File: src/verilog/ft_usb_cfg.svh
// Timing counts, key symbols, symbol counts and widths of the FT245R packet bridge
`ifndef FT_USB_CFG_SVH
`define FT_USB_CFG_SVH

// Bus and word widths
`define FT_BYTE_W 8
`define FT_WORD_W 16

// Packet RAM geometry
`define FT_RAM_WORDS 2048
`define FT_RAM_AW 11

// Read cycle marks in clk counts
`define FT_RD_SAMPLE_T 9
`define FT_RD_STROBE_ON_T 2
`define FT_RD_STROBE_OFF_T 12
`define FT_RD_END_T 25

// Write cycle marks in clk counts
`define FT_WR_STROBE_ON_T 5
`define FT_WR_STROBE_OFF_T 15
`define FT_WR_END_T 25

// Framing symbols
`define FT_HEADER_SYM 8'h55
`define FT_HEADER_CNT 12
`define FT_TRAILER_SYM 8'hAA
`define FT_TRAILER_CNT 8
`define FT_ERROR_SYM 8'hEE

// Length word counts length, service, data and trailer
`define FT_MIN_LENGTH 12
`define FT_TX_CREDITS 1

`endif

File: src/verilog/ft_usb_pkg.sv
// Bridge package with received byte, RAM write, packet info, RAM word and transmit byte types
`include "ft_usb_cfg.svh"

package ft_usb_pkg;

	// Byte from the read port, valid is a single-cycle pulse
	typedef struct packed {
		logic valid;
		logic [`FT_BYTE_W-1:0] data;
	} rx_byte_t;

	// Port A write request into the packet RAM
	typedef struct packed {
		logic we;
		logic [`FT_RAM_AW-1:0] addr;
		logic [`FT_WORD_W-1:0] data;
	} ram_wr_t;

	// Result of a finished packet
	// Error set on short length or overrun
	typedef struct packed {
		logic [`FT_WORD_W-1:0] length;
		logic [`FT_WORD_W-1:0] service;
		logic error;
	} packet_info_t;

	// High and low byte of one word
	typedef struct packed {
		logic [`FT_BYTE_W-1:0] hi;
		logic [`FT_BYTE_W-1:0] lo;
	} byte_pair_t;

	// Word seen whole or as two bytes
	// Bytes travel low first on the wire
	typedef union packed {
		logic [`FT_WORD_W-1:0] word;
		byte_pair_t bytes;
	} ram_word_u;

	// Byte offered by the framer to the write port
	typedef struct packed {
		logic valid;
		logic [`FT_BYTE_W-1:0] data;
	} tx_byte_t;

endpackage

File: src/verilog/ft_write_port.sv
// FT245R write port with holding register, transmit-empty synchronizer and timed write cycle
`timescale 1ns/1ns
`include "ft_usb_cfg.svh"

module ft_write_port
	import ft_usb_pkg::*;
(
	input  logic                  clk,
	input  logic                  reset,
	input  tx_byte_t              tx,
	input  logic                  ft_txe_n,
	output logic                  ft_wr,
	output logic [`FT_BYTE_W-1:0] ft_data_out,
	output logic                  credit_return,
	output logic                  wr_busy
);

	localparam int WR_CNT_W = $clog2(`FT_WR_END_T + 1);
	localparam logic [WR_CNT_W-1:0] WR_ON = `FT_WR_STROBE_ON_T;
	localparam logic [WR_CNT_W-1:0] WR_OFF = `FT_WR_STROBE_OFF_T;
	localparam logic [WR_CNT_W-1:0] WR_END = `FT_WR_END_T;

	logic txe_meta;
	logic txe_sync;
	logic hold_valid;
	logic [`FT_BYTE_W-1:0] hold_data;
	logic [WR_CNT_W-1:0] wr_cnt;
	logic wr_start;

	// Byte held and FIFO has room
	assign wr_start = hold_valid && !wr_busy && !txe_sync;

	//======================================================================
	// Write cycle timing
	//======================================================================
	always_ff @(posedge clk) begin
		if (reset) begin
			txe_meta <= 1'b1;
			txe_sync <= 1'b1;
			hold_valid <= 1'b0;
			wr_busy <= 1'b0;
			wr_cnt <= '0;
			ft_wr <= 1'b0;
			credit_return <= 1'b0;
		end else begin
			txe_meta <= ft_txe_n;
			txe_sync <= txe_meta;
			credit_return <= 1'b0;
			if (tx.valid)
				hold_valid <= 1'b1;
			if (wr_start) begin
				wr_busy <= 1'b1;
				wr_cnt <= '0;
			end else if (wr_busy) begin
				wr_cnt <= wr_cnt + 1'b1;
				if (wr_cnt == WR_ON)
					ft_wr <= 1'b1;
				if (wr_cnt == WR_OFF)
					ft_wr <= 1'b0;
				// Frees the register and hands the credit back
				if (wr_cnt == WR_END) begin
					wr_busy <= 1'b0;
					wr_cnt <= '0;
					hold_valid <= 1'b0;
					credit_return <= 1'b1;
				end
			end
		end
	end

	always_ff @(posedge clk) begin
		if (tx.valid)
			hold_data <= tx.data;
	end

	// Bus driven only for the cycle
	assign ft_data_out = wr_busy ? hold_data : '0;

	// Framer must wait for the credit
	a_no_overrun: assert property (@(posedge clk) disable iff (reset)
		tx.valid |-> !hold_valid);

endmodule

File: config.mk
export PLATFORM = sky130hd
export DESIGN_NAME = ft_write_port
export DESIGN_NICKNAME = d
export VERILOG_FILES = /design/src/verilog/ft_usb_pkg.sv /design/src/verilog/ft_write_port.sv
export VERILOG_INCLUDE_DIRS = /design/src /design/src/verilog
export SDC_FILE = /design/constraint.sdc
export NUM_CORES = 1
export LEC_CHECK = 0
export BUFFER_PORTS_ARGS = -buffer_cell sky130_fd_sc_hd__buf_2
export CAP_MARGIN = 20
export CORE_MARGIN = 2
export CORE_UTILIZATION = 48
export CTS_CLUSTER_SIZE = 14
export DETAILED_ROUTE_END_ITERATION = 8
export GPL_ROUTABILITY_DRIVEN = 0
export PLACE_DENSITY = 0.8
export SLEW_MARGIN = 5
export SYNTH_ARGS = -nofsm -noshare
export SYNTH_HDL_FRONTEND = slang
export SYNTH_SLANG_ARGS = --single-unit
File: constraint.sdc
create_clock -name clk -period 1.4 [get_ports clk]
set_input_delay 0.21 -clock clk [delete_from_list [all_inputs] [get_ports clk]]
set_output_delay 0.21 -clock clk [all_outputs]
set_load 0.01 [all_outputs]
==> impl_metrics.json <==
{
  "rr_worst_depth": 4,
  "path_max_fanout": 9,
  "cp.arrival_ns": 1.03,
  "tns_ns": 0,
  "cts_buffers": 3,
  "dpl_cell_area_um2": 895.9,
  "required_ns": 1.19,
  "clk_pin_slew_worst_paths_ns": 0.11,
  "period_minus_slack_ns": 1.240,
  "drtAntennaViolNets": 0,
  "final_max_slew_viol_count": 0,
  "htreeDepth": 1,
  "preCtsSetupSlack_ns": 0.1964,
  "hp-start": "tx[6]",
  "antenna_found_initial": 0,
  "grt_pass1_wl_mm": 2.007,
  "ios": 23,
  "synth_warnings": 0,
  "num_antenna_cells": 0,
  "dr.pass1.iters": 3,
  "rows": 14,
  "areaGrowthSynthToFinish_pct": 20.98,
  "grt_max_degree": 12,
  "clk_latency_ns": 0.29,
  "design_power_total_uw": 933.7,
  "worstHoldPathType": "input port to flop",
  "r2r_slack_ns": 0.18,
  "whs_ns": 0.09018,
  "fp.dieH_um": 43.88,
  "whs_endpoint": "hold_data[6]",
  "min_period_over_period_pct": 88.55,
  "avgSynthCellArea_um2": 12.11,
  "netlist_instances": 63,
  "stdcell_area_um2": 923.4,
  "cts-root-buf": "clkbuf_4",
  "fin_ws_ns": 0.1602,
  "ys_ff_latch": 19,
  "grt_setup_unrepaired": "no",
  "cts_max_path_buffers": 2,
  "final_nets": 105,
  "fmax_mhz": 806.6,
  "critPathKind": "flop to primary output",
  "r2r_end": "ft_wr",
  "avgViaCountPerCell": 5.000,
  "relSlewSlack_pct": 85.79,
  "tightest_slew_ns": 0.2130,
  "ys_seq_area_share_pct": 60.33,
  "timing.rr.start": "wr_cnt[0]",
  "power_density_nw_per_um2": 1011,
  "worst_setup_path_end_kind": "primary output",
  "cts_sinks": 19,
  "initial_utilization_pct": 50.66,
  "fp.dieW_um": 43.88,
  "wire_per_inst_um": 11.33,
  "power.leakage_uw": 0.0004195,
  "drt-initial-drc-count": 13,
  "first_global_vias": 477,
  "fin_worst_skew_ns": 0.0003414,
  "drv_cap": 0,
  "dp_hpwl_um": 926,
  "core_um2": 1506,
  "vias": 525,
  "ir_drop_uv": 609.6,
  "status": "completed",
  "dieArea_um2": 1925,
  "final-setup-viol-count": 0,
  "synth_fp_nets": 78,
  "route.detailed.drc": 0,
  "cts_hold_buf": 0,
  "min_path_cells": 1,
  "netlist_area_um2": 763.2,
  "yosys.cell_types.count": 28,
  "portBuffers": 22,
  "startpoint_type": "flop",
  "wl_mm": 1.190,
  "postCtsSetupBuffers": 0,
  "ctsResizeCount": 0,
  "grt_usage_pct": 14.12,
  "grt-ovfl-total": 0,
  "cts_tree": "yes",
  "drive_above_1_share_pct": 38.20,
  "hold_viol_final": 0
}
[layout by cell type (no fill, tap or decap), types with 2 or more instances in the layout]
| cell | synthesis | layout |
|---|---|---|
| nor2_1 | 5 | 5 |
| inv_1 | 3 | 3 |
| buf_2 | 1 | 22 |
| o2bb2ai_1 | 2 | 2 |
| or2_2 | 2 | 2 |
| dfxtp_1 | 11 | 11 |
| ha_1 | 3 | 3 |
| and2_1 | 9 | 9 |
| clkbuf_4 | 0 | 3 |
| edfxtp_1 | 8 | 8 |
| buf_4 | 1 | 2 |
[area by class of cell]
type                       instances  area (um^2)
clock inverter                     1        5.005
multi-input combinational         39        279.0
clock buffer                       3        22.52
fill                             124        583.1
inverter                           3        11.26
tap                               16        20.02
timing repair buffer              24        125.1
sequential                        19        460.4
[worst max-delay path by stage]
stage,slack (ns),endpoint,startpoint
global route,0.09,ft_data_out[0],wr_busy
global placement,0.24,ft_wr,wr_cnt[0]
floorplan,0.26,ft_wr,wr_cnt[0]
finish,0.16,ft_data_out[0],wr_busy
CTS,0.14,ft_data_out[0],wr_busy
detailed placement,0.20,ft_wr,wr_cnt[0]
[stage by stage]
stage / instances / util (%)
floorplan: 63 / -
detailed placement: 101 / 59.47
global placement: 101 / 59.47
CTS: 105 / 61.30
global route: 105 / 61.30
finish: 105 / 61.30
[flip-flops by register name, indices dropped and copies added, names as in the netlist]
name	flops
hold_valid	1
txe_sync	1
wr_cnt	5
ft_wr	1
hold_data	8
wr_busy	1
txe_meta	1
credit_return	1
[kinds of logic after synthesis]
kind of cell               Yosys count  share of synthesized area, %
buffers and inverters                5                         3.114
AOI/OAI and AO/OA                    9                         9.181
xor gates and xnor gates             1                         1.148
adders and majority gates            3                         4.919
and+or+nand+nor                     26                         21.31
DFF                                 19                         60.33
[Yosys cell counts]
master / instances / share of area (%)
and2_1: 9 / 7.4
nand4b_2: 1 / 2.0
nor3_1: 1 / 0.66
a211oi_1: 1 / 0.98
o2bb2ai_1: 2 / 2.3
and3_1: 1 / 0.82
o21ai_1: 1 / 0.66
nand3b_2: 1 / 1.5
nand2_1: 1 / 0.49
or2_0: 1 / 0.82
nor3_2: 1 / 1.3
ha_1: 3 / 4.9
a41oi_1: 1 / 1.1
xor2_1: 1 / 1.1
or2_2: 2 / 1.6
o21bai_2: 1 / 1.5
buf_2: 1 / 0.66
buf_4: 1 / 0.98
a21oi_1: 1 / 0.66
o211ai_1: 1 / 0.98
nor2_1: 5 / 2.5
o31ai_1: 1 / 0.98
dfxtp_1: 11 / 29
nand4_1: 1 / 0.82
inv_1: 3 / 1.5
nand2b_1: 1 / 0.82
nand3_1: 1 / 0.66
edfxtp_1: 8 / 31
[worst max-delay path: stages, from the launching register on]
cell     delay (ns)
dfxtp_1        0.33
buf_4          0.15
and2_1         0.13
buf_2          0.13
[report_power, final]
group | switching [uW] | internal, uW
clock network | 163 | 106
registers | 6.54 | 603
logic | 27.8 | 26.6
[metal layers]
layer	GRT usage (%)	share of wire, %
met5	0	0
met4	4.242	0
met3	3.333	6.3
met2	24.12	48
met1	17.65	45
(Power assumes the default switching activity.)
