--- config.mk ---
export PLATFORM = sky130hd
export DESIGN_NAME = ft_read_port
export DESIGN_NICKNAME = d
export VERILOG_FILES = /design/src/verilog/ft_usb_pkg.sv /design/src/verilog/ft_read_port.sv
export VERILOG_INCLUDE_DIRS = /design/src /design/src/verilog
export SDC_FILE = /design/constraint.sdc
export NUM_CORES = 1
export LEC_CHECK = 0
export BUFFER_PORTS_ARGS = -buffer_cell sky130_fd_sc_hd__buf_2
export CAP_MARGIN = 20
export CORE_MARGIN = 8
export CORE_UTILIZATION = 47
export CTS_BUF_LIST = sky130_fd_sc_hd__clkbuf_2
export DETAILED_ROUTE_END_ITERATION = 16
export PLACE_DENSITY = 0.76
export SLEW_MARGIN = 20
export SYNTH_ARGS = -nofsm -noshare
export SYNTH_HDL_FRONTEND = slang
export SYNTH_SLANG_ARGS = --single-unit
export TNS_END_PERCENT = 20
--- constraint.sdc ---
create_clock -name clk -period 1.3 [get_ports clk]
set_clock_uncertainty 0.05 [all_clocks]
set_input_delay 0.26 -clock clk [delete_from_list [all_inputs] [get_ports clk]]
set_output_delay 0.26 -clock clk [all_outputs]
set_load 0.1 [all_outputs]
--- src/verilog/ft_usb_cfg.svh ---
// Timing counts, key symbols, symbol counts and widths of the FT245R packet bridge
`ifndef FT_USB_CFG_SVH
`define FT_USB_CFG_SVH

// Bus and word widths
`define FT_BYTE_W 8
`define FT_WORD_W 16

// Packet RAM geometry
`define FT_RAM_WORDS 2048
`define FT_RAM_AW 11

// Read cycle marks in clk counts
`define FT_RD_SAMPLE_T 9
`define FT_RD_STROBE_ON_T 2
`define FT_RD_STROBE_OFF_T 12
`define FT_RD_END_T 25

// Write cycle marks in clk counts
`define FT_WR_STROBE_ON_T 5
`define FT_WR_STROBE_OFF_T 15
`define FT_WR_END_T 25

// Framing symbols
`define FT_HEADER_SYM 8'h55
`define FT_HEADER_CNT 12
`define FT_TRAILER_SYM 8'hAA
`define FT_TRAILER_CNT 8
`define FT_ERROR_SYM 8'hEE

// Length word counts length, service, data and trailer
`define FT_MIN_LENGTH 12
`define FT_TX_CREDITS 1

`endif

--- src/verilog/ft_usb_pkg.sv ---
// Bridge package with received byte, RAM write, packet info, RAM word and transmit byte types
`include "ft_usb_cfg.svh"

package ft_usb_pkg;

	// Byte from the read port, valid is a single-cycle pulse
	typedef struct packed {
		logic valid;
		logic [`FT_BYTE_W-1:0] data;
	} rx_byte_t;

	// Port A write request into the packet RAM
	typedef struct packed {
		logic we;
		logic [`FT_RAM_AW-1:0] addr;
		logic [`FT_WORD_W-1:0] data;
	} ram_wr_t;

	// Result of a finished packet
	// Error set on short length or overrun
	typedef struct packed {
		logic [`FT_WORD_W-1:0] length;
		logic [`FT_WORD_W-1:0] service;
		logic error;
	} packet_info_t;

	// High and low byte of one word
	typedef struct packed {
		logic [`FT_BYTE_W-1:0] hi;
		logic [`FT_BYTE_W-1:0] lo;
	} byte_pair_t;

	// Word seen whole or as two bytes
	// Bytes travel low first on the wire
	typedef union packed {
		logic [`FT_WORD_W-1:0] word;
		byte_pair_t bytes;
	} ram_word_u;

	// Byte offered by the framer to the write port
	typedef struct packed {
		logic valid;
		logic [`FT_BYTE_W-1:0] data;
	} tx_byte_t;

endpackage

--- src/verilog/ft_read_port.sv ---
// FT245R read port with receive-ready synchronizer and timed read cycle
`timescale 1ns/1ns
`include "ft_usb_cfg.svh"

module ft_read_port
	import ft_usb_pkg::*;
(
	input  logic                  clk,
	input  logic                  reset,
	input  logic                  ft_rxf_n,
	input  logic [`FT_BYTE_W-1:0] ft_data_in,
	output logic                  ft_rd_n,
	output rx_byte_t              rx,
	output logic                  rd_busy
);

	localparam int RD_CNT_W = $clog2(`FT_RD_END_T + 1);
	localparam logic [RD_CNT_W-1:0] RD_ON = `FT_RD_STROBE_ON_T;
	localparam logic [RD_CNT_W-1:0] RD_OFF = `FT_RD_STROBE_OFF_T;
	localparam logic [RD_CNT_W-1:0] RD_SAMPLE = `FT_RD_SAMPLE_T;
	localparam logic [RD_CNT_W-1:0] RD_END = `FT_RD_END_T;

	// Two sync flops, third one for edge detect
	logic rxf_meta;
	logic rxf_sync;
	logic rxf_last;
	logic rxf_fall;
	logic [RD_CNT_W-1:0] rd_cnt;
	logic rd_strobe;
	logic rx_valid_q;
	logic [`FT_BYTE_W-1:0] rx_data_q;

	// Data waiting in FIFO
	assign rxf_fall = rxf_last && !rxf_sync;

	//======================================================================
	// Read cycle timing
	//======================================================================
	always_ff @(posedge clk) begin
		if (reset) begin
			rxf_meta <= 1'b1;
			rxf_sync <= 1'b1;
			rxf_last <= 1'b1;
			rd_busy <= 1'b0;
			rd_cnt <= '0;
			rd_strobe <= 1'b0;
			rx_valid_q <= 1'b0;
		end else begin
			rxf_meta <= ft_rxf_n;
			rxf_sync <= rxf_meta;
			rxf_last <= rxf_sync;
			// Valid one cycle behind the sample point
			rx_valid_q <= rd_busy && (rd_cnt == RD_SAMPLE);
			if (!rd_busy) begin
				// Edges inside a cycle never reach here
				if (rxf_fall) begin
					rd_busy <= 1'b1;
					rd_cnt <= '0;
				end
			end else begin
				rd_cnt <= rd_cnt + 1'b1;
				if (rd_cnt == RD_ON)
					rd_strobe <= 1'b1;
				if (rd_cnt == RD_OFF)
					rd_strobe <= 1'b0;
				if (rd_cnt == RD_END) begin
					rd_busy <= 1'b0;
					rd_cnt <= '0;
				end
			end
		end
	end

	// Bus is stable well inside the strobe window
	always_ff @(posedge clk) begin
		if (rd_busy && (rd_cnt == RD_SAMPLE))
			rx_data_q <= ft_data_in;
	end

	assign ft_rd_n = !rd_strobe;
	assign rx.valid = rx_valid_q;
	assign rx.data = rx_data_q;

	// Strobe confined to an active cycle
	a_rd_in_cycle: assert property (@(posedge clk) disable iff (reset)
		!ft_rd_n |-> rd_busy);

endmodule

==> results.py <==
metrics = {
    "die": {
        "die_w_microns": 57.3,
        "pin_count": 22,
        "row_count": 15,
        "start_util": 0.480,
        "die_area_sq_mm": 0.00328,
        "coreArea_sq_mm": 0.00167,
        "die_height_microns": 57.3,
    },
    "yosys": {
        "synthArstFlopShare": 0,
        "synth_edf_count": 8,
        "syn-mean-instance-area_sq_um": 12.2,
        "yosys-top-cells-count": "dfxtp_1 (11), edfxtp_1 (8), nand3_1 (6)",
        "ys_ff_latch": 19,
        "yosysMostFrequentCell": "dfxtp_1",
        "ys_seq_area_frac": 0.574,
        "synth_top_area_cell": "edfxtp_1",
        "synth_top_cell_area_share": 0.300,
        "syn-num-nets": 81,
        "syn_inst": 66,
        "synthFlopType": "dfxtp_1",
        "synth_area_leaders": "edfxtp_1 (30%), dfxtp_1 (27%), ha_1 (6.2%)",
        "synthesis.area_sq_um": 802,
        "synth-warning-count": 0,
        "synth_cell_types": 26,
    },
    "layout": {
        "n_fill_cell": 109,
        "diodes": 0,
        "synthToLayoutAreaGrowth_pct": 45.6,
        "seq_area_sq_um": 468,
        "fin_nets": 110,
        "multi_input_area_sq_um": 320,
        "stdcell_count": 111,
        "drive_above_1_share": 0.500,
    },
    "worst_setup_path": {
        "worstPathMaxFanout": 1,
        "path_buf_inv": 1,
        "cp_top_family": "flip-flops",
        "cp_cell_sequence": "buf_12",
        "required_ns": 0.99,
        "worstPathArrival_ns": 0.96,
        "end_kind": "primary output",
        "r2r-start": "rd_cnt[0]",
        "crit_path_max_incr_delay_ns": 0.46,
        "worstSetupStartpoint": "rx_data_q[6]",
        "crit_slowest_cell": "edfxtp_1",
        "rr_endpoint": "rd_cnt[2]",
        "reg2reg_setup_slack_ns": 0.04,
        "criticalPathCategory": "flop to primary output",
        "worst_setup_path_start_kind": "flop",
        "reg2regPathDepth": 4,
    },
    "timing": {
        "setup_viol": 0,
        "worst_slew_pin_slew_ns": 0.313,
        "fin_ws_ns": 0.0257,
        "period_needed_ns": 1.27,
        "drv_slew": 0,
        "maxSlewHeadroom": 0.789,
        "fmax_ghz": 0.785,
        "hold_viol": 0,
        "rsz0062_at_grt": "yes",
        "setup_tns_ns": 0,
        "min_period_over_period": 0.980,
    },
    "place": {
        "placedCellCount": 107,
        "portBuffers": 21,
        "pre_cts_ws_ns": -0.0453,
        "dp_hpwl_mm": 1.35,
        "globalplace.congestion": 0.933,
    },
    "global_route": {
        "grt_pass1_vias": 571,
        "grt_usage": 0.110,
        "grt_max_degree": 12,
        "overflow": 0,
        "grt_pass1_wl_mm": 2.75,
        "antenna_found_initial": 0,
    },
    "clocking": {
        "clkTransAtPathRegs_ns": 0.18,
        "numCtsBuffers": 3,
        "postCtsSetupRepairBufs": 0,
        "cts_tree": "built",
        "clk_path_buf_depth": 2,
        "clk_latency_ns": 0.32,
        "cts_root_buf": "clkbuf_2",
        "hold_buffers": 0,
        "numClockSinks": 19,
        "htree_num_levels": 1,
    },
    "drt": {
        "wl_per_cell_microns": 15.1,
        "drc": 0,
        "drtPass1Iterations": 4,
        "drt_iter0_markers": 11,
        "ant_nets": 0,
        "via_per_inst": 5.27,
        "routed_wl_mm": 1.67,
        "route.vias.total": 585,
    },
    "hold_path": {
        "min_path_type": "input port to flop",
        "hold_path_depth": 1,
        "min_from": "ft_data_in[3]",
        "min_to": "rx_data_q[3]",
    },
    "pwr": {
        "leakage_nw": 0.509,
        "ir_drop_v": 0.000622,
        "power.density_mw_per_mm2": 831,
    },
    "flow_run": {
        "drv_cap": 0,
    },
    "run_status": {
        "outcome": "finished clean",
    },
}
-- power breakdown --
group,switching (mW),internal [mW]
Clock,0.182,0.0697
Combinational,0.0411,0.0424
Sequential,0.00723,0.628
-- metal layers --
layer | up-vias | wire length (microns) | GRT usage
li1 | 287 | - | -
met1 | 273 | 729 | 0.120
met2 | 21 | 771 | 0.169
met3 | 4 | 127 | 0.0404
met4 | 0 | 44 | 0.0857
met5 | - | 0 | 0
-- timing repair --
item / 4_1_cts / 5_1_grt
setup endpoints to repair: 10 / 14
pin swaps: 0 / 1
resized for setup: 4 / 3
-- logic make-up (layout without fill, tap and decap cells) --
family	count (synthesis)	count (layout)	share of synthesized area
buffers and inverters	8	36	0.0561
flip-flops	19	19	0.574
multiplexers	2	2	0.0281
AND/OR/NAND/NOR	27	27	0.220
AO/OA/AOI/OAI	6	6	0.0593
adder cells (fa/ha/maj)	4	4	0.0624
-- sequential cells by signal, indices dropped and copies added (netlist names) --
| register | count |
|---|---|
| rx_data_q | 8 |
| rd_strobe | 1 |
| rx_valid_q | 1 |
| rxf_meta | 1 |
| rd_busy | 1 |
| rxf_sync | 1 |
| rd_cnt | 5 |
| rxf_last | 1 |
-- cell usage in the layout (no fill, tap or decap) --
master / instances
mux2_2: 2
buf_2: 10
nor2b_4: 1
nand3_1: 6
and3_1: 1
and4b_4: 1
clkinv_2: 1
ha_1: 3
nand4b_4: 1
nor3_1: 1
inv_2: 1
o22ai_1: 1
a311o_1: 1
nor2_1: 3
clkbuf_2: 3
edfxtp_1: 8
a41o_1: 1
buf_4: 7
nor4_1: 1
a211oi_1: 1
nand2b_1: 2
or2_2: 3
a22o_1: 1
nand4_1: 2
a21oi_1: 1
dfxtp_1: 7
inv_1: 3
dfxtp_4: 1
dfxtp_2: 3
ha_4: 1
and2_4: 1
nor2b_1: 4
buf_12: 11
-- how the worst max path moves through the flow --
stage	to	slack, ns	depth (start not counted)
detailed placement	rx_data_q[2]	-0.05	3
CTS	rx_data_q[6]	0.02	2
global route	rx[7]	-0.004	1
finish	rx[6]	0.03	1
floorplan	rx_data_q[0]	-0.14	2
global placement	rx_data_q[0]	0.02	3
-- metrics by stage --
stage / hold slack [ns] / util / total power [mW] / instance area [sq um]
final: 0.0523 / 0.699 / 0.971 / 1170
after detailed placement: 0.351 / 0.676 / 0.729 / 1130
after global placement: 0.343 / 0.676 / 0.727 / 1130
after global routing: 0.0343 / 0.699 / 1.01 / 1170
after CTS: 0.0574 / 0.696 / 0.972 / 1160
after floorplan: 0.309 / - / 0.690 / 815
-- final cells by class --
class,count,share of cell area
clock buffers,3,0.0129
clock inverters,1,0.00429
inverters,4,0.0129
multi-input cells,39,0.274
flip-flops and latches,19,0.401
well taps,17,0.0182
repair buffers,28,0.277
(Power assumes the default switching activity.)
