[config.mk]
export PLATFORM = sky130hd
export DESIGN_NAME = packet_receiver
export DESIGN_NICKNAME = d
export VERILOG_FILES = /design/src/verilog/ft_usb_pkg.sv /design/src/verilog/packet_receiver.sv
export VERILOG_INCLUDE_DIRS = /design/src /design/src/verilog
export SDC_FILE = /design/constraint.sdc
export NUM_CORES = 1
export LEC_CHECK = 0
export BUFFER_PORTS_ARGS = -buffer_cell sky130_fd_sc_hd__buf_4
export CORE_UTILIZATION = 30
export CTS_CLUSTER_DIAMETER = 30
export DETAILED_ROUTE_END_ITERATION = 8
export PLACE_DENSITY_LB_ADDON = 0.15
export SLEW_MARGIN = 20
export SYNTH_ARGS = -nofsm -noshare
export SYNTH_HDL_FRONTEND = slang
export SYNTH_SLANG_ARGS = --single-unit
[constraint.sdc]
create_clock -name clk -period 3 [get_ports clk]
set_input_delay 0.15 -clock clk [delete_from_list [all_inputs] [get_ports clk]]
set_output_delay 0.15 -clock clk [all_outputs]
set_load 0.05 [all_outputs]
[src/verilog/ft_usb_cfg.svh]
// Timing counts, key symbols, symbol counts and widths of the FT245R packet bridge
`ifndef FT_USB_CFG_SVH
`define FT_USB_CFG_SVH

// Bus and word widths
`define FT_BYTE_W 8
`define FT_WORD_W 16

// Packet RAM geometry
`define FT_RAM_WORDS 2048
`define FT_RAM_AW 11

// Read cycle marks in clk counts
`define FT_RD_SAMPLE_T 9
`define FT_RD_STROBE_ON_T 2
`define FT_RD_STROBE_OFF_T 12
`define FT_RD_END_T 25

// Write cycle marks in clk counts
`define FT_WR_STROBE_ON_T 5
`define FT_WR_STROBE_OFF_T 15
`define FT_WR_END_T 25

// Framing symbols
`define FT_HEADER_SYM 8'h55
`define FT_HEADER_CNT 12
`define FT_TRAILER_SYM 8'hAA
`define FT_TRAILER_CNT 8
`define FT_ERROR_SYM 8'hEE

// Length word counts length, service, data and trailer
`define FT_MIN_LENGTH 12
`define FT_TX_CREDITS 1

`endif

[src/verilog/ft_usb_pkg.sv]
// Bridge package with received byte, RAM write, packet info, RAM word and transmit byte types
`include "ft_usb_cfg.svh"

package ft_usb_pkg;

	// Byte from the read port, valid is a single-cycle pulse
	typedef struct packed {
		logic valid;
		logic [`FT_BYTE_W-1:0] data;
	} rx_byte_t;

	// Port A write request into the packet RAM
	typedef struct packed {
		logic we;
		logic [`FT_RAM_AW-1:0] addr;
		logic [`FT_WORD_W-1:0] data;
	} ram_wr_t;

	// Result of a finished packet
	// Error set on short length or overrun
	typedef struct packed {
		logic [`FT_WORD_W-1:0] length;
		logic [`FT_WORD_W-1:0] service;
		logic error;
	} packet_info_t;

	// High and low byte of one word
	typedef struct packed {
		logic [`FT_BYTE_W-1:0] hi;
		logic [`FT_BYTE_W-1:0] lo;
	} byte_pair_t;

	// Word seen whole or as two bytes
	// Bytes travel low first on the wire
	typedef union packed {
		logic [`FT_WORD_W-1:0] word;
		byte_pair_t bytes;
	} ram_word_u;

	// Byte offered by the framer to the write port
	typedef struct packed {
		logic valid;
		logic [`FT_BYTE_W-1:0] data;
	} tx_byte_t;

endpackage

[src/verilog/packet_receiver.sv]
// Packet receiver with header and trailer detect, field capture, length checks and RAM writes
`timescale 1ns/1ns
`include "ft_usb_cfg.svh"

module packet_receiver
	import ft_usb_pkg::*;
(
	input  logic         clk,
	input  logic         reset,
	input  rx_byte_t     rx,
	output ram_wr_t      ram_wr,
	output logic         done,
	output packet_info_t info,
	output logic         header_seen,
	output logic         trailer_seen,
	output logic         packet_active
);

	localparam int H_CNT_W = $clog2(`FT_HEADER_CNT + 1);
	localparam int T_CNT_W = $clog2(`FT_TRAILER_CNT + 1);
	localparam logic [H_CNT_W-1:0] H_LAST = `FT_HEADER_CNT - 1;
	localparam logic [T_CNT_W-1:0] T_LAST = `FT_TRAILER_CNT - 1;
	localparam logic [`FT_WORD_W-1:0] DATA_START = 4;
	localparam logic [`FT_WORD_W-1:0] MIN_LEN = `FT_MIN_LENGTH;

	logic [H_CNT_W-1:0] h_cnt;
	logic [T_CNT_W-1:0] t_cnt;
	logic header_lock;
	logic trailer_lock;
	logic err_pulse;
	logic [`FT_WORD_W-1:0] byte_idx;
	logic [`FT_WORD_W-1:0] data_idx;
	logic in_packet;
	logic len_short;
	logic len_over;
	logic bad_byte;
	packet_info_t info_q;
	ram_word_u data_word;
	logic wr_en_q;
	// Full word index, wider than the RAM address
	logic [`FT_WORD_W-2:0] wr_word_q;

	assign in_packet = rx.valid && packet_active;
	assign data_idx = byte_idx - DATA_START;
	// Length known once index 2 arrives
	assign len_short = (byte_idx == 2) && (info_q.length < MIN_LEN);
	assign len_over = (byte_idx >= 2) && (byte_idx >= info_q.length);
	assign bad_byte = in_packet && (len_short || len_over);

	//======================================================================
	// Key symbol counters
	//======================================================================
	always_ff @(posedge clk) begin
		if (reset) begin
			h_cnt <= '0;
			t_cnt <= '0;
			header_lock <= 1'b0;
			trailer_lock <= 1'b0;
		end else begin
			header_lock <= 1'b0;
			trailer_lock <= 1'b0;
			// Header searched only between packets
			if (rx.valid && !packet_active) begin
				if (rx.data != `FT_HEADER_SYM)
					h_cnt <= '0;
				else if (h_cnt == H_LAST) begin
					h_cnt <= '0;
					header_lock <= 1'b1;
				end else
					h_cnt <= h_cnt + 1'b1;
			end
			if (header_lock)
				t_cnt <= '0;
			else if (in_packet) begin
				if (rx.data != `FT_TRAILER_SYM)
					t_cnt <= '0;
				else if (t_cnt == T_LAST) begin
					t_cnt <= '0;
					trailer_lock <= 1'b1;
				end else
					t_cnt <= t_cnt + 1'b1;
			end
		end
	end

	//======================================================================
	// Byte index, fields and errors
	//======================================================================
	always_ff @(posedge clk) begin
		if (reset) begin
			packet_active <= 1'b0;
			byte_idx <= '0;
			err_pulse <= 1'b0;
			done <= 1'b0;
			info_q <= '0;
		end else begin
			err_pulse <= 1'b0;
			done <= trailer_lock || err_pulse;
			if (header_lock) begin
				packet_active <= 1'b1;
				byte_idx <= '0;
				info_q <= '0;
			end else if (in_packet) begin
				byte_idx <= byte_idx + 1'b1;
				// Little-endian length, then service
				case (byte_idx)
					16'd0: info_q.length[7:0] <= rx.data;
					16'd1: info_q.length[15:8] <= rx.data;
					16'd2: info_q.service[7:0] <= rx.data;
					16'd3: info_q.service[15:8] <= rx.data;
					default: ;
				endcase
				if (bad_byte) begin
					info_q.error <= 1'b1;
					err_pulse <= 1'b1;
					packet_active <= 1'b0;
				end
			end
			if (trailer_lock)
				packet_active <= 1'b0;
		end
	end

	// Low byte first, word complete on the odd index
	always_ff @(posedge clk) begin
		if (in_packet && (byte_idx >= DATA_START)) begin
			if (data_idx[0])
				data_word.bytes.hi <= rx.data;
			else
				data_word.bytes.lo <= rx.data;
		end
	end

	// Write one cycle after the high byte
	always_ff @(posedge clk) begin
		if (reset)
			wr_en_q <= 1'b0;
		else
			wr_en_q <= in_packet && (byte_idx >= DATA_START) && data_idx[0];
		wr_word_q <= data_idx[`FT_WORD_W-1:1];
	end

	assign ram_wr.we = wr_en_q;
	assign ram_wr.addr = wr_word_q[`FT_RAM_AW-1:0];
	assign ram_wr.data = data_word.word;
	assign info = info_q;
	assign header_seen = header_lock;
	assign trailer_seen = trailer_lock;

	// Packet length must fit the RAM
	a_ram_range: assert property (@(posedge clk) disable iff (reset)
		ram_wr.we |-> (wr_word_q < `FT_RAM_WORDS));

endmodule

==> results of run 1 <==
-- cells in the mapped netlist (4+ instances only) --
cell	instances	area share, %
dfxtp_1	74	37
nor2_1	60	5.6
mux2i_1	33	8.3
inv_1	26	2.4
ha_1	25	7.8
a21oi_1	18	2.3
nand2_1	17	1.6
edfxtp_1	16	12
o21ai_0	12	1.5
xnor2_1	12	2.6
nor3_1	11	1.4
nand3_1	10	1.3
clkbuf_1	9	0.84
or3_1	9	1.4
xor2_1	6	1.3
nand4_1	5	0.78
nor4_1	5	0.78
buf_2	4	0.50
nand4_4	4	2.1
-- cell families after synthesis --
group	Yosys count
xor+xnor	18
fa+ha+maj	25
flops	90
simple gates	142
compound gates	46
mux	34
buf+inv	41
-- worst max-delay path: cells and delay by family (launching register included) --
kind / cells / cell delay (ns)
AOI/OAI and AO/OA: 1 / 0.07
buffers and inverters: 1 / 0.18
DFF: 1 / 0.39
and+or+nand+nor: 3 / 1.65
-- cell type report --
type | instances | area share [%]
clock buffer | 11 | 4.88
tap | 172 | 4.26
clock inverter | 5 | 1.24
inverter | 26 | 1.93
timing repair buffer | 79 | 11.7
sequential | 90 | 38.9
multi-input combinational | 265 | 37.1
-- cell usage in the layout, fill, tap and decap left out, types with 2 or more instances in the layout --
cell type / count
nor4_1: 5
ha_1: 25
nor2_1: 60
xor2_1: 6
o21ai_0: 12
dfxtp_1: 74
inv_1: 26
nand3b_1: 3
nand2_1: 17
a22oi_1: 2
or4bb_1: 3
buf_4: 79
or3_1: 9
and4_1: 2
clkbuf_16: 9
a211oi_1: 2
a21o_1: 3
a2111oi_0: 2
nand4_1: 5
or2_2: 2
nand4_4: 4
nor3_1: 11
a21oi_1: 18
or4_1: 3
a41oi_1: 3
mux2i_1: 33
xnor2_1: 12
edfxtp_1: 16
nand3_1: 10
-- state kept, by name, indices dropped and copies added, names as in the netlist, 4 cells and up --
name       count
byte_idx      16
data_word     16
h_cnt          4
info          33
t_cnt          4
wr_word_q     11
-- power by group --
part	switching, mW	internal, mW
logic	0.0334	0.0130
clock network	0.468	0.683
registers	0.0000253	1.23
-- routing by layer --
metal	global-route usage (%)	part of all wire, %	wire [um]
met5	0	0	0
met4	4.57	1.1	112
met3	3.88	3.4	344
met1	20.3	50	4980
met2	23.1	46	4550
-- through the flow --
stage          total power, mW  std cells  setup WS [ns]  hold WS, ns
2_1_floorplan             1.27        396          0.538        0.249
4_1_cts                   2.47        648          0.441       0.0566
3_5_place_dp              1.30        632          0.442        0.422
6_report                  2.43        648          0.460       0.0741
3_3_place_gp              1.30        632          0.499        0.422
5_1_grt                   2.52        648          0.253       0.0600
-- how the worst max path moves through the flow --
| stage | startpoint | end | slack, ns | cells after the start |
|---|---|---|---|---|
| floorplan | byte_idx[4] | data_word[0] | 0.54 | 6 |
| global placement | byte_idx[4] | data_word[4] | 0.50 | 5 |
| detailed placement | byte_idx[4] | data_word[2] | 0.44 | 5 |
| CTS | byte_idx[4] | data_word[2] | 0.44 | 5 |
| global route | byte_idx[4] | info[16] | 0.25 | 5 |
| finish | byte_idx[4] | data_word[2] | 0.46 | 5 |
==> results.ini, run 1 <==
[floorplan]
fp.dieW_um = 117
die_h_um = 117
die_area_sq_um = 13800
core-area_sq_um = 12800
pin_count = 76
rows = 41
start_util_pct = 31.2

[synthesis]
synth_seq_cells = 90
synthCells = 396
yosys.area_share.simple_pct = 19.5
synthXorXnorAreaFrac_pct = 3.94
ys_warn_count = 0
synth_edf_count = 16
synth_compound_area_share_pct = 6.98
synthMuxAreaShare_pct = 8.54
synth_top_family_by_area = simple AND/OR/NAND/NOR gates
synth_async_sr_flop_share_pct = 0
syn-cell-area_sq_um = 4000
ys_seq_area_share_pct = 49.0
synth_fp_nets = 432
yosysUniqueCellTypes = 43
synthAdderAreaFrac_pct = 7.82
syn_avg_cell_area_sq_um = 10.1
ys.flop_type = dfxtp_1

[cts]
cts_tree = done
htreeDepth = 3
cts_resized = 0
hold_buffers = 0
cts.sinks = 90
cts_buffer_depth = 2
path_clk_slew_ns = 0.07
clock_latency_ns = 0.34
cts_root_buf = clkbuf_16
cts_made_buffers = 9
postCtsSetupBuffers = 0

[global_route]
grt-ovfl-total = 0
grt_pass1_vias = 2910
grt_max_degree = 53
grt_first_pass_wirelength_um = 15900
antenna_found_initial = 0
globalRouteTotalUtil_pct = 14.9

[detailed_routing]
drtAntennaViolNets = 0
drt-wirelength-per-cell_um = 15.4
vias_per_cell = 4.66
drc = 0
dr_total_vias = 3020
drt-total-wl_um = 9980
drtPass1Iterations = 6
drt_iter0_markers = 97

[hold_path]
hold_depth = 2
holdCritStartpoint = reset
holdPathEnd = h_cnt[2]
hold_path_class = input pin to flop

[placed_design]
placed_cell_area_sq_um = 4740
io_buffers = 75
dp_hpwl_um = 7320
routabilityCongestion = 0.774

[critical_path]
cp-end-kind = flop
r2r_start = byte_idx[4]
cpPeakStageDelay_ns = 0.69
crit_fanout = 9
worst-r2r-setup-slack_ns = 0.46
cp_data_arrival_time_ns = 2.64
crit_chain = or4_1 -> nor4_4 -> and2_2 -> a211oi_1 -> buf_4
crit_slowest_cell = nor4_4
r2r_cells = 5
crit_required_ns = 3.10
path_class = flop to flop
crit_path_start_kind = flop
r2r_end = data_word[2]

[layout]
multiInputGateArea_sq_um = 1870
syn_to_final_growth_pct = 26.2
drive_gt1_share_pct = 21.8
final_util_pct = 39.4
seq_area_sq_um = 1960
finalNetCount = 507
nFillCells = 1305
design_area_sq_um = 5050
antenna_cells = 0

[flow_run]
max_cap_violations = 0

[pwr]
power.density_nw_per_um2 = 480
ir_worst_vdd_mv = 0.251
p_leak_nw = 2.19

[timing]
tns_ns = 0
final_hold_viol_count = 0
grt_setup_unrepaired = no
setup_viol = 0
min_period_over_period_pct = 84.7
slew-limit-headroom_pct = 31.6
final.min_clock_period_ns = 2.54
clock_skew_ns = 0.00946
max_freq_mhz = 394
slew_viol_final = 0
worst_slew_pin_slew_ns = 1.03

[outcome]
status = finished, final reports clean

Note: power is estimated with default switching activity, not from simulation.
==> inputs of run 2 (changes only) <==
==> constraint.sdc (replaced) <==
create_clock -name clk -period 2.2 [get_ports clk]
set_input_delay 0.11 -clock clk [delete_from_list [all_inputs] [get_ports clk]]
set_output_delay 0.11 -clock clk [all_outputs]
set_load 0.05 [all_outputs]
==> run 2 against run 1 <==
Compared with the run above: flip-flop and latch count unchanged; combinational power rose by 41%; sequential share of layout area decreased by 1.5 points; sequential power increased by 36%; non-clock buffer count grew 20; first-iteration DRC count increased by 15%; count of clock-buffer cells in the layout is 1 higher; register-to-register slack worse by 0.26 ns; total power grew 40%; critical endpoint is now packet_active; largest cell class unchanged.
==> results.ini, run 2 (synthesis gave the netlist of run 1 again) <==
[layout]
final_util_pct = 41.0
final_cell_mix = buf_4 (98), dfxtp_1 (72), nor2_1 (59)
layout_commonest_cell = buf_4
largest_reg_flops = 33
antenna_cells = 0
design_area_sq_um = 5250
syn_to_final_growth_pct = 31.3
drive_gt1_share_pct = 26.0
finalNetCount = 527

[critical_path]
cpPeakStageDelay_ns = 0.46
crit_required_ns = 2.44
cp_data_arrival_time_ns = 2.24
crit_path_start_kind = flop
crit_fanout = 4
cpLargestDelayFamily = compound AO/OA/AOI/OAI gates
crit_slowest_cell = dfxtp_1
crit_chain = inv_1 -> ha_1 -> a21o_1 -> a21oi_1 -> a2111oi_0 -> nor3_1 -> a221o_1
critPathBufInv = 1
path_class = flop to flop
cp-end-kind = flop

[global_route]
grt-ovfl-total = 0
globalRouteTotalUtil_pct = 15.7
antenna_found_initial = 0
grt_pass1_vias = 3132
grt_max_degree = 53
grt_first_pass_wirelength_um = 16900

[pwr]
power.density_nw_per_um2 = 647
p_total_mw = 3.40
ir_worst_vdd_mv = 0.394
p_leak_nw = 2.32

[detailed_routing]
drc = 0
drt-total-wl_um = 10300
drt_iter0_markers = 112
drt-wirelength-per-cell_um = 15.4
drtAntennaViolNets = 0
drtPass1Iterations = 4
dr_total_vias = 3112
vias_per_cell = 4.66

[timing]
clock_skew_ns = 0.00746
setup_ws_ns = 0.203
max_freq_mhz = 501
slew_viol_final = 0
worst_slew_pin_slew_ns = 0.554
slew-limit-headroom_pct = 63.0
final.min_clock_period_ns = 2.00
final_hold_viol_count = 0
setup_viol = 0
grt_setup_unrepaired = no
min_period_over_period_pct = 90.8

[placed_design]
placed_cell_area_sq_um = 4920
io_buffers = 75
place_ws_ns = 0.171
dp_hpwl_um = 7670
routabilityCongestion = 0.782

[cts]
path_clk_slew_ns = 0.06
cts_tree = done
clock_latency_ns = 0.35
cts_root_buf = clkbuf_16
cts_made_buffers = 9
cts.sinks = 90
cts_buffer_depth = 2
htreeDepth = 3

[flow_run]
max_cap_violations = 0

[floorplan]
die_h_um = 117
rows = 41
fp.dieW_um = 117
pin_count = 76
start_util_pct = 31.2
core-area_sq_um = 12800
die_area_sq_um = 13800

[outcome]
status = finished, final reports clean

[hold_path]
hold_path_class = input pin to flop

## run 2: cell types whose count changed in the layout (fill, tap and decap cells not counted), moves of 2 or more
cell	delta
dfxtp_2	+2
dfxtp_1	-2
buf_4	+19
clkbuf_1	+2
## run 2: per-layer routing
| metal | share of wire [%] | vias up | global-route usage [%] |
|---|---|---|---|
| met5 | 0 | - | 0 |
| met4 | 0.95 | 0 | 4.57 |
| met3 | 4.2 | 6 | 4.55 |
| met2 | 47 | 49 | 25.2 |
| met1 | 48 | 1482 | 20.4 |
| li1 | - | 1575 | - |
## run 2: metrics by stage
| step | cells | TNS [ns] | hold WS [ns] |
|---|---|---|---|
| finish | 668 | 0 | 0.0237 |
| global placement | 652 | 0 | 0.378 |
| floorplan | 396 | -3.38 | 0.209 |
| global route | 668 | 0 | 0.0212 |
| detailed placement | 652 | 0 | 0.373 |
| CTS | 668 | 0 | 0.0105 |
## run 2: final cells by class
cell class                 instances  area [sq um]
multi-input combinational        265          1900
tap                              172           215
clock inverter                     4          73.8
inverter                          26          97.6
sequential                        90          1960
timing repair buffer              99           756
fill                            1314          7570
clock buffer                      12           246
## run 2: worst register-to-register path, stage by stage, from the launching register on
cell       delay, ns
dfxtp_1         0.46
inv_1           0.08
ha_1            0.30
a21o_1          0.12
a21oi_1         0.06
a2111oi_0       0.41
nor3_1          0.16
a221o_1         0.30
## run 2: what timing repair did
action / 4_1_cts / 5_1_grt
setup buffers: 0 / 0
hold buffers: 0 / 0
hold endpoints to repair: 0 / 0
setup endpoints to repair: 0 / 1
gates resized for setup: 0 / 4
## run 2: worst paths after layout
check	startpoint	end	slack, ns	cells past startpoint
max	info[19]	packet_active	0.20	7
min	rx[1]	data_word[1]	0.02	1
max reg2reg	info[19]	packet_active	0.20	7
min reg2reg	err_pulse	done	0.49	2
## run 2: power breakdown
part | internal (mW) | switching (mW) | leakage (nW)
registers | 1.67 | 0.0000310 | 0.741
logic | 0.0189 | 0.0463 | 1.42
clock network | 1.03 | 0.630 | 0.157
